**config.mk**
```make
export PLATFORM = sky130hd
export DESIGN_NAME = DispatchUnit
export DESIGN_NICKNAME = d
export VERILOG_FILES = /design/src/source/DispatchTypes.sv /design/src/source/SchedulerTypes.sv /design/src/source/DispatchLaneIf.sv /design/src/source/RenameFeed.sv /design/src/source/DispatchLane.sv /design/src/source/IssueQueueWriter.sv /design/src/source/DispatchUnit.sv
export SDC_FILE = /design/constraint.sdc
export NUM_CORES = 2
export LEC_CHECK = 0
export BUFFER_PORTS_ARGS = -buffer_cell sky130_fd_sc_hd__buf_2
export CAP_MARGIN = 10
export CELL_PAD_IN_SITES_DETAIL_PLACEMENT = 2
export CELL_PAD_IN_SITES_GLOBAL_PLACEMENT = 2
export CORE_MARGIN = 8
export CORE_UTILIZATION = 44
export CTS_CLUSTER_DIAMETER = 150
export DETAILED_ROUTE_END_ITERATION = 7
export MAX_ROUTING_LAYER = met4
export PLACE_DENSITY = 0.77
export SYNTH_ARGS = -nofsm -noshare
export SYNTH_HDL_FRONTEND = slang
export SYNTH_SLANG_ARGS = --single-unit
```
**constraint.sdc**
```tcl
create_clock -name ctrl -period 6.6 [get_ports ctrl]
set_clock_uncertainty 0.2 [all_clocks]
set_input_delay 0.99 -clock ctrl [delete_from_list [all_inputs] [get_ports ctrl]]
set_output_delay 0.99 -clock ctrl [all_outputs]
set_load 0.05 [all_outputs]
```
**src/source/DispatchTypes.sv**
```systemverilog
// ==================================================
// Types for renamed micro-ops arriving at dispatch.
// Shared by the rename-side feeder, the dispatch
// lanes and the lane interface.
// ==================================================

package DispatchTypes;

    // Target queue class of a micro-op
    typedef enum logic [1:0] {
        MopInt,
        MopComplex,
        MopMem
    } MopType;

    typedef enum logic [1:0] {
        IntAlu,
        IntBr,
        IntJalr
    } IntOpCode;

    typedef enum logic {
        ComplexMul,
        ComplexDiv
    } ComplexOpCode;

    typedef enum logic {
        MemLoad,
        MemStore
    } MemOpCode;

    typedef enum logic [1:0] {
        OperandReg,
        OperandImm,
        OperandPc
    } OperandType;

    // subCode holds the opcode of whichever class mopType names
    typedef struct packed {
        MopType      mopType;
        logic [1:0]  subCode;
        OperandType  opTypeA;
        OperandType  opTypeB;
        logic [5:0]  phySrcA;
        logic [5:0]  phySrcB;
        logic [5:0]  phyDst;
        logic        writeReg;
        logic [11:0] imm;
        logic [3:0]  aluCode;
        logic        brPred;
        logic        mulUpper;
        logic [4:0]  activeListPtr;
    } RenamedOp;

    // Flattened width of one op on the top-level group port
    localparam int RenamedOpBits = $bits(RenamedOp);

endpackage

```
**src/source/SchedulerTypes.sv**
```systemverilog
// ==================================================
// Payload formats held by the integer, complex and
// memory issue queues, plus the pop-port queue select.
// ==================================================

package SchedulerTypes;

    typedef enum logic [1:0] {
        QueueInt,
        QueueComplex,
        QueueMem
    } QueueKind;

    localparam int QueueKinds = 3;

    // Shared field width of the branch and ALU formats
    localparam int SubInfoBits = 22;

    typedef struct packed {
        logic [11:0]               brDisp;
        logic                      bPred;
        DispatchTypes::OperandType opTypeA;
        DispatchTypes::OperandType opTypeB;
        logic [SubInfoBits-18:0]   padding;
    } BrSubInfo;

    typedef struct packed {
        DispatchTypes::OperandType opTypeA;
        DispatchTypes::OperandType opTypeB;
        logic [11:0]               imm;
        logic [3:0]                aluCode;
        logic [SubInfoBits-21:0]   padding;
    } IntSubInfo;

    typedef union packed {
        BrSubInfo  br;
        IntSubInfo alu;
    } IntOpInfo;

    typedef struct packed {
        logic mulUpper;
        logic zero;
    } MulSubInfo;

    typedef struct packed {
        logic zero;
        logic isSigned;
    } DivSubInfo;

    typedef union packed {
        MulSubInfo mul;
        DivSubInfo div;
    } ComplexOpInfo;

    // Fields every queue keeps, including wake-up flags
    typedef struct packed {
        logic [5:0] phySrcA;
        logic [5:0] phySrcB;
        logic [5:0] phyDst;
        logic       writeReg;
        logic       srcValidA;
        logic       srcValidB;
        logic [4:0] activeListPtr;
    } EntryCommon;

    typedef struct packed {
        EntryCommon              common;
        DispatchTypes::IntOpCode opCode;
        IntOpInfo                subInfo;
    } IntQueueEntry;

    typedef struct packed {
        EntryCommon                  common;
        DispatchTypes::ComplexOpCode opCode;
        ComplexOpInfo                subInfo;
    } ComplexQueueEntry;

    typedef struct packed {
        EntryCommon              common;
        DispatchTypes::MemOpCode opCode;
        logic [11:0]             imm;
        logic                    isRegAddr;
    } MemQueueEntry;

    localparam int IntEntryBits = $bits(IntQueueEntry);
    localparam int ComplexEntryBits = $bits(ComplexQueueEntry);
    localparam int MemEntryBits = $bits(MemQueueEntry);
    localparam int WiderBits = (IntEntryBits > ComplexEntryBits) ? IntEntryBits : ComplexEntryBits;

    // Pop data width, narrower entries zero-extended
    localparam int QueueEntryBits = (WiderBits > MemEntryBits) ? WiderBits : MemEntryBits;

endpackage

```
**src/source/DispatchLaneIf.sv**
```systemverilog
// ==================================================
// Per-lane link: the feeder hands one renamed op to
// its lane, and the lane hands the formatted queue
// entries on to the queue writer.
// ==================================================

interface DispatchLaneIf;

    logic                            valid;
    DispatchTypes::RenamedOp         op;

    logic                            entryValid;
    SchedulerTypes::QueueKind        kind;
    SchedulerTypes::IntQueueEntry    intEntry;
    SchedulerTypes::ComplexQueueEntry complexEntry;
    SchedulerTypes::MemQueueEntry    memEntry;

    modport feed (
        output valid,
        output op
    );

    modport lane (
        input  valid,
        input  op,
        output entryValid,
        output kind,
        output intEntry,
        output complexEntry,
        output memEntry
    );

    modport sink (
        input entryValid,
        input kind,
        input intEntry,
        input complexEntry,
        input memEntry
    );

endinterface

```
**src/source/RenameFeed.sv**
```systemverilog
// ==================================================
// Rename-side feeder. Takes a group by four-phase
// req/ack once every queue has credit for it, then
// presents the group to the lanes for one cycle.
// ==================================================

module RenameFeed #(
    parameter int dispatchWidth = 2,
    parameter int queueDepth = 8
) (
    input  logic                                       ctrl,
    input  logic                                       rstN,
    input  logic                                       flush,
    input  logic                                       groupReq,
    output logic                                       groupAck,
    input  logic [dispatchWidth-1:0]                   groupValid,
    input  DispatchTypes::RenamedOp [dispatchWidth-1:0] groupOps,
    input  logic [SchedulerTypes::QueueKinds-1:0]      freed,
    DispatchLaneIf.feed                                lanes [dispatchWidth]
);

    localparam int CreditBits = $clog2(queueDepth + 1);

    typedef enum logic [1:0] {
        Idle,
        Acked,
        WaitDrop
    } FeedState;

    FeedState                         state;
    logic [CreditBits-1:0]            credit [SchedulerTypes::QueueKinds];
    logic [CreditBits-1:0]            need [SchedulerTypes::QueueKinds];
    logic                             fits;
    logic                             capture;
    logic [dispatchWidth-1:0]         laneValid;
    DispatchTypes::RenamedOp [dispatchWidth-1:0] laneOp;

    // Op classes and queue kinds share one encoding
    always_comb begin
        for (int k = 0; k < SchedulerTypes::QueueKinds; k++) begin
            need[k] = '0;
        end
        for (int i = 0; i < dispatchWidth; i++) begin
            if (groupValid[i]) begin
                need[groupOps[i].mopType] = need[groupOps[i].mopType] + 1'b1;
            end
        end
        fits = 1'b1;
        for (int k = 0; k < SchedulerTypes::QueueKinds; k++) begin
            if (need[k] > credit[k]) begin
                fits = 1'b0;
            end
        end
    end

    assign capture = (state == Idle) && groupReq && fits && !flush;
    assign groupAck = (state != Idle);

    // Acked is the cycle the group sits in the feeder register
    always_ff @(posedge ctrl or negedge rstN) begin
        if (!rstN) begin
            state <= Idle;
        end else begin
            case (state)
                Idle:     if (capture) state <= Acked;
                Acked:    state <= WaitDrop;
                WaitDrop: if (!groupReq) state <= Idle;
                default:  state <= Idle;
            endcase
        end
    end

    always_ff @(posedge ctrl or negedge rstN) begin
        if (!rstN) begin
            for (int k = 0; k < SchedulerTypes::QueueKinds; k++) begin
                credit[k] <= CreditBits'(queueDepth);
            end
        end else if (flush) begin
            for (int k = 0; k < SchedulerTypes::QueueKinds; k++) begin
                credit[k] <= CreditBits'(queueDepth);
            end
        end else begin
            for (int k = 0; k < SchedulerTypes::QueueKinds; k++) begin
                credit[k] <= credit[k] - (capture ? need[k] : '0) + CreditBits'(freed[k]);
            end
        end
    end

    // Lane valids last one cycle per captured group
    always_ff @(posedge ctrl or negedge rstN) begin
        if (!rstN) begin
            laneValid <= '0;
        end else if (flush) begin
            laneValid <= '0;
        end else begin
            laneValid <= capture ? groupValid : '0;
        end
    end

    always_ff @(posedge ctrl) begin
        if (capture) begin
            laneOp <= groupOps;
        end
    end

    for (genvar i = 0; i < dispatchWidth; i++) begin : gLaneOut
        assign lanes[i].valid = laneValid[i];
        assign lanes[i].op = laneOp[i];
    end

    // Returned credits must match what the writer removed
    for (genvar k = 0; k < SchedulerTypes::QueueKinds; k++) begin : gCreditCheck
        assert property (@(posedge ctrl) disable iff (!rstN) credit[k] <= queueDepth)
            else $error("credit of queue %0d above queue depth", k);
    end

endmodule

```
**src/source/DispatchLane.sv**
```systemverilog
// ==================================================
// One dispatch lane. Registers the op from the feeder
// and reformats it into the payload of the int,
// complex or memory issue queue.
// ==================================================

module DispatchLane (
    input logic         ctrl,
    input logic         rstN,
    input logic         flush,
    DispatchLaneIf.lane port
);

    logic                         opValid;
    DispatchTypes::RenamedOp      opReg;
    SchedulerTypes::EntryCommon   common;
    SchedulerTypes::BrSubInfo     brInfo;
    SchedulerTypes::IntSubInfo    aluInfo;
    SchedulerTypes::MulSubInfo    mulInfo;
    SchedulerTypes::DivSubInfo    divInfo;
    DispatchTypes::IntOpCode      intCode;

    // ALU sub-info is overlaid on the branch sub-info field
    if ($bits(SchedulerTypes::IntSubInfo) > $bits(SchedulerTypes::BrSubInfo)) begin : gPadCheck
        $error("IntSubInfo is wider than BrSubInfo");
    end

    always_ff @(posedge ctrl or negedge rstN) begin
        if (!rstN) begin
            opValid <= 1'b0;
        end else if (flush) begin
            opValid <= 1'b0;
        end else begin
            opValid <= port.valid;
        end
    end

    always_ff @(posedge ctrl) begin
        if (port.valid) begin
            opReg <= port.op;
        end
    end

    always_comb begin
        common.phySrcA = opReg.phySrcA;
        common.phySrcB = opReg.phySrcB;
        common.phyDst = opReg.phyDst;
        common.writeReg = opReg.writeReg;
        // Wake-up is only needed for register sources
        common.srcValidA = (opReg.opTypeA == DispatchTypes::OperandReg);
        common.srcValidB = (opReg.opTypeB == DispatchTypes::OperandReg);
        common.activeListPtr = opReg.activeListPtr;

        brInfo.brDisp = opReg.imm;
        brInfo.bPred = opReg.brPred;
        brInfo.opTypeA = opReg.opTypeA;
        brInfo.opTypeB = opReg.opTypeB;
        brInfo.padding = '0;

        aluInfo.opTypeA = opReg.opTypeA;
        aluInfo.opTypeB = opReg.opTypeB;
        aluInfo.imm = opReg.imm;
        aluInfo.aluCode = opReg.aluCode;
        aluInfo.padding = '0;

        mulInfo.mulUpper = opReg.mulUpper;
        mulInfo.zero = 1'b0;
        divInfo.zero = 1'b0;
        divInfo.isSigned = opReg.aluCode[0];

        // Integer queue
        intCode = DispatchTypes::IntOpCode'(opReg.subCode);
        port.intEntry.common = common;
        port.intEntry.opCode = intCode;
        if (intCode == DispatchTypes::IntBr || intCode == DispatchTypes::IntJalr) begin
            port.intEntry.subInfo.br = brInfo;
        end else begin
            port.intEntry.subInfo.alu = aluInfo;
        end

        // Complex queue
        port.complexEntry.common = common;
        port.complexEntry.opCode = DispatchTypes::ComplexOpCode'(opReg.subCode[0]);
        if (port.complexEntry.opCode == DispatchTypes::ComplexMul) begin
            port.complexEntry.subInfo.mul = mulInfo;
        end else begin
            port.complexEntry.subInfo.div = divInfo;
        end

        // Memory queue
        port.memEntry.common = common;
        port.memEntry.opCode = DispatchTypes::MemOpCode'(opReg.subCode[0]);
        port.memEntry.imm = opReg.imm;
        port.memEntry.isRegAddr = (opReg.opTypeA == DispatchTypes::OperandReg);
    end

    assign port.entryValid = opValid;
    // Same encoding as the op class
    assign port.kind = SchedulerTypes::QueueKind'(opReg.mopType);

endmodule

```
**src/source/IssueQueueWriter.sv**
```systemverilog
// ==================================================
// Integer, complex and memory issue queues as FIFOs.
// Lane entries are written in lane order; the drain
// removes heads through a four-phase pop port.
// ==================================================

module IssueQueueWriter #(
    parameter int dispatchWidth = 2,
    parameter int queueDepth = 8
) (
    input  logic                                       ctrl,
    input  logic                                       rstN,
    input  logic                                       flush,
    DispatchLaneIf.sink                                lanes [dispatchWidth],
    input  logic                                       popReq,
    input  SchedulerTypes::QueueKind                   popQueue,
    output logic                                       popAck,
    output logic                                       popHit,
    output logic [SchedulerTypes::QueueEntryBits-1:0]  popData,
    output logic [SchedulerTypes::QueueKinds-1:0]      freed
);

    localparam int PtrBits = $clog2(queueDepth);
    localparam int CountBits = $clog2(queueDepth + 1);
    localparam int EntryBits = SchedulerTypes::QueueEntryBits;
    localparam int Kinds = SchedulerTypes::QueueKinds;

    typedef enum logic {
        PopIdle,
        PopHold
    } PopState;

    logic [EntryBits-1:0]     mem [Kinds][queueDepth];
    logic [PtrBits-1:0]       head [Kinds];
    logic [PtrBits-1:0]       tail [Kinds];
    logic [CountBits-1:0]     count [Kinds];
    logic [CountBits-1:0]     pushCount [Kinds];
    logic [dispatchWidth-1:0] laneValid;
    SchedulerTypes::QueueKind laneKind [dispatchWidth];
    logic [EntryBits-1:0]     laneData [dispatchWidth];
    logic [PtrBits-1:0]       wrSlot [dispatchWidth];
    PopState                  popState;
    logic                     popGo;
    logic [Kinds-1:0]         popDo;

    for (genvar i = 0; i < dispatchWidth; i++) begin : gLaneIn
        assign laneValid[i] = lanes[i].entryValid;
        assign laneKind[i] = lanes[i].kind;
        assign laneData[i] = (lanes[i].kind == SchedulerTypes::QueueInt) ?
                                 EntryBits'(lanes[i].intEntry) :
                             (lanes[i].kind == SchedulerTypes::QueueComplex) ?
                                 EntryBits'(lanes[i].complexEntry) :
                                 EntryBits'(lanes[i].memEntry);
    end

    // Later lanes land behind earlier lanes of the same queue
    always_comb begin
        for (int k = 0; k < Kinds; k++) begin
            pushCount[k] = '0;
        end
        for (int i = 0; i < dispatchWidth; i++) begin
            wrSlot[i] = PtrBits'(tail[laneKind[i]] + pushCount[laneKind[i]]);
            if (laneValid[i]) begin
                pushCount[laneKind[i]] = pushCount[laneKind[i]] + 1'b1;
            end
        end
    end

    always_ff @(posedge ctrl) begin
        for (int i = 0; i < dispatchWidth; i++) begin
            if (laneValid[i]) begin
                mem[laneKind[i]][wrSlot[i]] <= laneData[i];
            end
        end
    end

    assign popGo = (popState == PopIdle) && popReq;

    always_comb begin
        for (int k = 0; k < Kinds; k++) begin
            popDo[k] = popGo && !flush && (popQueue == SchedulerTypes::QueueKind'(k)) &&
                       (count[k] != '0);
        end
    end

    // One credit back per removed entry
    assign freed = popDo;

    always_ff @(posedge ctrl or negedge rstN) begin
        if (!rstN) begin
            for (int k = 0; k < Kinds; k++) begin
                head[k] <= '0;
                tail[k] <= '0;
                count[k] <= '0;
            end
        end else if (flush) begin
            for (int k = 0; k < Kinds; k++) begin
                head[k] <= '0;
                tail[k] <= '0;
                count[k] <= '0;
            end
        end else begin
            for (int k = 0; k < Kinds; k++) begin
                head[k] <= head[k] + PtrBits'(popDo[k]);
                tail[k] <= tail[k] + PtrBits'(pushCount[k]);
                count[k] <= count[k] + pushCount[k] - CountBits'(popDo[k]);
            end
        end
    end

    // Pop handshake, ack one cycle after the request
    always_ff @(posedge ctrl or negedge rstN) begin
        if (!rstN) begin
            popState <= PopIdle;
            popHit <= 1'b0;
        end else begin
            case (popState)
                PopIdle: begin
                    if (popReq) begin
                        popState <= PopHold;
                        popHit <= |popDo;
                    end
                end
                PopHold: if (!popReq) popState <= PopIdle;
                default: popState <= PopIdle;
            endcase
        end
    end

    assign popAck = (popState == PopHold);

    always_ff @(posedge ctrl) begin
        if (popGo) begin
            popData <= mem[popQueue][head[popQueue]];
        end
    end

    // Feeder credits must keep every write inside its queue
    for (genvar k = 0; k < Kinds; k++) begin : gFullCheck
        assert property (@(posedge ctrl) disable iff (!rstN)
            (count[k] + pushCount[k]) <= queueDepth)
            else $error("write into full queue %0d", k);
    end

endmodule

```
**src/source/DispatchUnit.sv**
```systemverilog
// ==================================================
// Dispatch unit top level. Joins the rename feeder,
// the dispatch lanes and the issue queue writer; the
// group and pop handshakes are plain ports.
// ==================================================

module DispatchUnit #(
    parameter int dispatchWidth = 2,
    parameter int queueDepth = 8
) (
    input  logic                                              ctrl,
    input  logic                                              rstN,
    input  logic                                              flush,
    input  logic                                              groupReq,
    output logic                                              groupAck,
    input  logic [dispatchWidth-1:0]                          groupValid,
    input  logic [dispatchWidth*DispatchTypes::RenamedOpBits-1:0] groupOps,
    input  logic                                              popReq,
    input  SchedulerTypes::QueueKind                          popQueue,
    output logic                                              popAck,
    output logic                                              popHit,
    output logic [SchedulerTypes::QueueEntryBits-1:0]         popData
);

    logic [SchedulerTypes::QueueKinds-1:0] freed;

    DispatchLaneIf laneIf [dispatchWidth] ();

    RenameFeed #(
        .dispatchWidth(dispatchWidth),
        .queueDepth(queueDepth)
    ) uFeed (
        .ctrl(ctrl),
        .rstN(rstN),
        .flush(flush),
        .groupReq(groupReq),
        .groupAck(groupAck),
        .groupValid(groupValid),
        .groupOps(groupOps),
        .freed(freed),
        .lanes(laneIf)
    );

    for (genvar i = 0; i < dispatchWidth; i++) begin : gLane
        DispatchLane uLane (
            .ctrl(ctrl),
            .rstN(rstN),
            .flush(flush),
            .port(laneIf[i])
        );
    end

    IssueQueueWriter #(
        .dispatchWidth(dispatchWidth),
        .queueDepth(queueDepth)
    ) uWriter (
        .ctrl(ctrl),
        .rstN(rstN),
        .flush(flush),
        .lanes(laneIf),
        .popReq(popReq),
        .popQueue(popQueue),
        .popAck(popAck),
        .popHit(popHit),
        .popData(popData),
        .freed(freed)
    );

endmodule

```
==> flow_summary.toml <==
[run_status]
status = "completed"

[detailed_routing]
drt_iter0_drc = 6090
drc = 0
first_pass_iters = 5
detail-route-antenna-nets = 0
dr_total_vias = 54000
wl_per_cell_um = 36.3
via_per_inst = 6.63
wirelength_mm = 296

[timing]
rsz0062_at_grt = "false"
finalSetupViolCount = 0
finalSetupTns_ns = 0
finalHoldViolCount = 0
max_freq_mhz = 209
maxSlewViolCount = 0
slew_headroom_pct = 6.39
fin_crit_ns = 4.79
layout_setup_ws_ns = 1.81
period_share_pct = 72.6
tightest_slew_ns = 1.40
fin_hold_ws_ns = 0.0965

[place]
pre_cts_ws_ns = 1.90
gp_congestion = 0.885
dp_hpwl_mm = 182
portBuffers = 161

[global_route]
antenna_found_initial = 5
grt_max_degree = 124
grtUsageTotal_pct = 33.9
grt_util_met3_pct = 6.48
met1_usage_pct = 41.1
grt_overflow = 0
use_met2_pct = 55.1
grt_pass1_vias = 58200
grt_pass1_wl_mm = 418
grt.busiest_layer = "met2"

[clock_tree]
cts.clk_slew.worst_paths_ns = 0.06
cts_setup_buffers = 0
clk-insertion-delay-late_ns = 0.82
hold_buffers = 0
cts_max_level = 4
ctsResizeCount = 0
clock_sinks = 1500
clk_path_buf_depth = 3
cts_buffers = 166
root_buffer = "clkbuf_16"
tritoncts = "built"

[floorplanning]
start_util_pct = 44.1
core-area_um2 = 160000
fp-row-count = 147
dieArea_um2 = 173000
num_io_pins = 162
die_x_um = 416
die-height_um = 416

[synthesis]
netlist_area_um2 = 70500
async_flop_share_pct = 3.33
yosysUniqueCellTypes = 61
synth_edf_count = 1450
yosysWarnings = 0
syn_nets = 6159
synth_seq_area_share_pct = 63.5
avgSynthCellArea_um2 = 11.8
synth_cells = 5988
ys_ff_latch = 1500
ys.flop_type = "edfxtp_1"

[job]
cap_viol_max_count = 0

[pwr]
swShare_pct = 25.5
pwr-share-seq_pct = 49.7
internal_power_uw = 16400
share_comb_of_total_power_pct = 9.0
clockPowerShare_pct = 41.3
power_switching_uw = 5620
p_per_area_nw_per_um2 = 277
peakVddDrop_mv = 0.265
p_leak_uw = 0.0262

[critical_path]
worstSetupStartpointType = "flip-flop"
crit_path_top_delay_cell = "buf_4"
crit_family = "simple AND/OR/NAND/NOR gates"
path_cells = "buf_4 > nor2b_1 > nand2_1 > o21ai_0 > ha_1 > ha_1 > xnor2_1 > nor3_1 > nand2_2 > buf_4 > o21ai_4 > buf_4"
cp_max_fo = 33
crit_buf_inv = 3
cp_data_required_time_ns = 6.82
crit_arrival_ns = 5.02
end_kind = "flip-flop"
crit_type = "reg2reg"
slowest_delay_ns = 0.63
crit_path_frequent_cell = "buf_4"

[min_path]
hp-class = "in2reg"

[final_layout]
final_common_cell = "edfxtp_1"
area_growth_pct = 12.6
fillers = 15400
drive_above_1_share_pct = 16.0
fin_nets = 6106
final_core_util_pct = 49.7
mostFrequentLayoutCells = "edfxtp_1, nor2_1, a21oi_1"
[path summary, 6_finish.rpt]
path,slack [ns],from,to,depth (start not counted)
min in group asynchronous,0.14,rstN,uFeed.credit[0]$_DFF_PN0_,2
max in group asynchronous,5.49,rstN,uWriter.head[3]$_DFF_PN0_,2
hold / removal,0.1,popReq,uWriter.popAck$_DFF_PN0_,1
hold reg to reg,0.21,uFeed.lanes[1].op[40]$_DFFE_PN_,gLane[1].uLane.port.complexEntry[27]$_DFFE_PP_,0
setup / recovery,1.81,gLane[1].uLane.port.kind[1]$_DFFE_PP_,uWriter.mem[0][193]$_DFFE_PP_,12
setup reg to reg,1.81,gLane[1].uLane.port.kind[1]$_DFFE_PP_,uWriter.mem[0][193]$_DFFE_PP_,12
[area by class of cell]
| type | instances | area [µm²] | share of cell area, % |
|---|---|---|---|
| Inverter | 56 | 211 | 0.266 |
| Clock buffer | 222 | 4590 | 5.78 |
| Tap cell | 2086 | 2610 | 3.29 |
| Timing Repair Buffer | 359 | 2720 | 3.42 |
| Sequential cell | 1500 | 44800 | 56.4 |
| Clock inverter | 76 | 544 | 0.685 |
| Multi-Input combinational cell | 3852 | 24000 | 30.2 |
| Antenna cell | 1 | 2.50 | 0.00315 |
[kinds of logic (layout without fill, tap and decap cells)]
| family | Yosys count | after routing | synth area share (%) |
|---|---|---|---|
| AND/OR/NAND/NOR | 1507 | 1507 | 8.47 |
| multiplexers | 641 | 641 | 9.45 |
| flip-flops | 1500 | 1500 | 63.5 |
| other | 0 | 1 | 0 |
| AO/OA/AOI/OAI | 1608 | 1608 | 13.2 |
| XOR/XNOR | 34 | 34 | 0.470 |
| adder cells (fa/ha/maj) | 62 | 62 | 1.20 |
| buffers and inverters | 636 | 713 | 3.72 |
[per-stage QoR]
| stage | cell area, µm² | std cells | power, µW |
|---|---|---|---|
| 3_5_place_dp | 74300 | 7851 | 13000 |
| 4_1_cts | 79400 | 8149 | 22000 |
| 3_3_place_gp | 74200 | 7845 | 12900 |
| 6_report | 79400 | 8152 | 22000 |
| 5_1_grt | 79400 | 8151 | 22500 |
| 2_1_floorplan | 70500 | 5988 | 12200 |
[registers in the layout, summed over array words and instances, names as in the netlist, 4 cells and up]
register / flops
uWriter.tail: 9
uWriter.popData: 50
gLane.uLane.port.kind: 4
uFeed.lanes.op: 100
uWriter.mem: 1200
uWriter.count: 12
uFeed.credit: 12
gLane.uLane.port.complexEntry: 48
gLane.uLane.port.memEntry: 24
uWriter.head: 9
gLane.uLane.intCode: 4
gLane.uLane.aluInfo: 16
[power groups by stage]
stage	Clock, µW	Combinational [µW]	Sequential [µW]
6_report	9090	1970	10900
3_3_place_gp	0	1760	11100
4_1_cts	9150	1940	10900
3_5_place_dp	0	1910	11100
2_1_floorplan	0	1090	11100
5_1_grt	9460	2070	10900
[worst register-to-register path: stages (launching register included)]
cell and delay, ns:
edfxtp_1 0.37, buf_4 0.23, nor2b_1 0.55, nand2_1 0.11, o21ai_0 0.10, ha_1 0.18
ha_1 0.34, xnor2_1 0.14, nor3_1 0.61, nand2_2 0.16, buf_4 0.32, o21ai_4 0.42
buf_4 0.66
[synth_stat cells, types with 53 or more instances]
cell type	instances	area (µm²)
inv_1	56	210
o21ai_0	370	1850
ha_1	53	663
buf_1	78	293
o22ai_1	200	1250
edfxtp_1	1450	43500
mux2_2	200	2250
buf_2	136	681
nor2_1	922	3460
nand2_1	456	1710
a22o_1	61	534
clkbuf_1	351	1320
mux2i_1	441	4410
a21oi_1	746	3730
[routing by layer]
layer  share of wire [%]  vias to the layer above
met5                   0                        -
met4                 5.6                        0
met3                 8.9                      917
met2                  48                     2988
met1                  38                    28300
li1                    -                    21800
No activity file was read; power rests on OpenSTA's default activity.
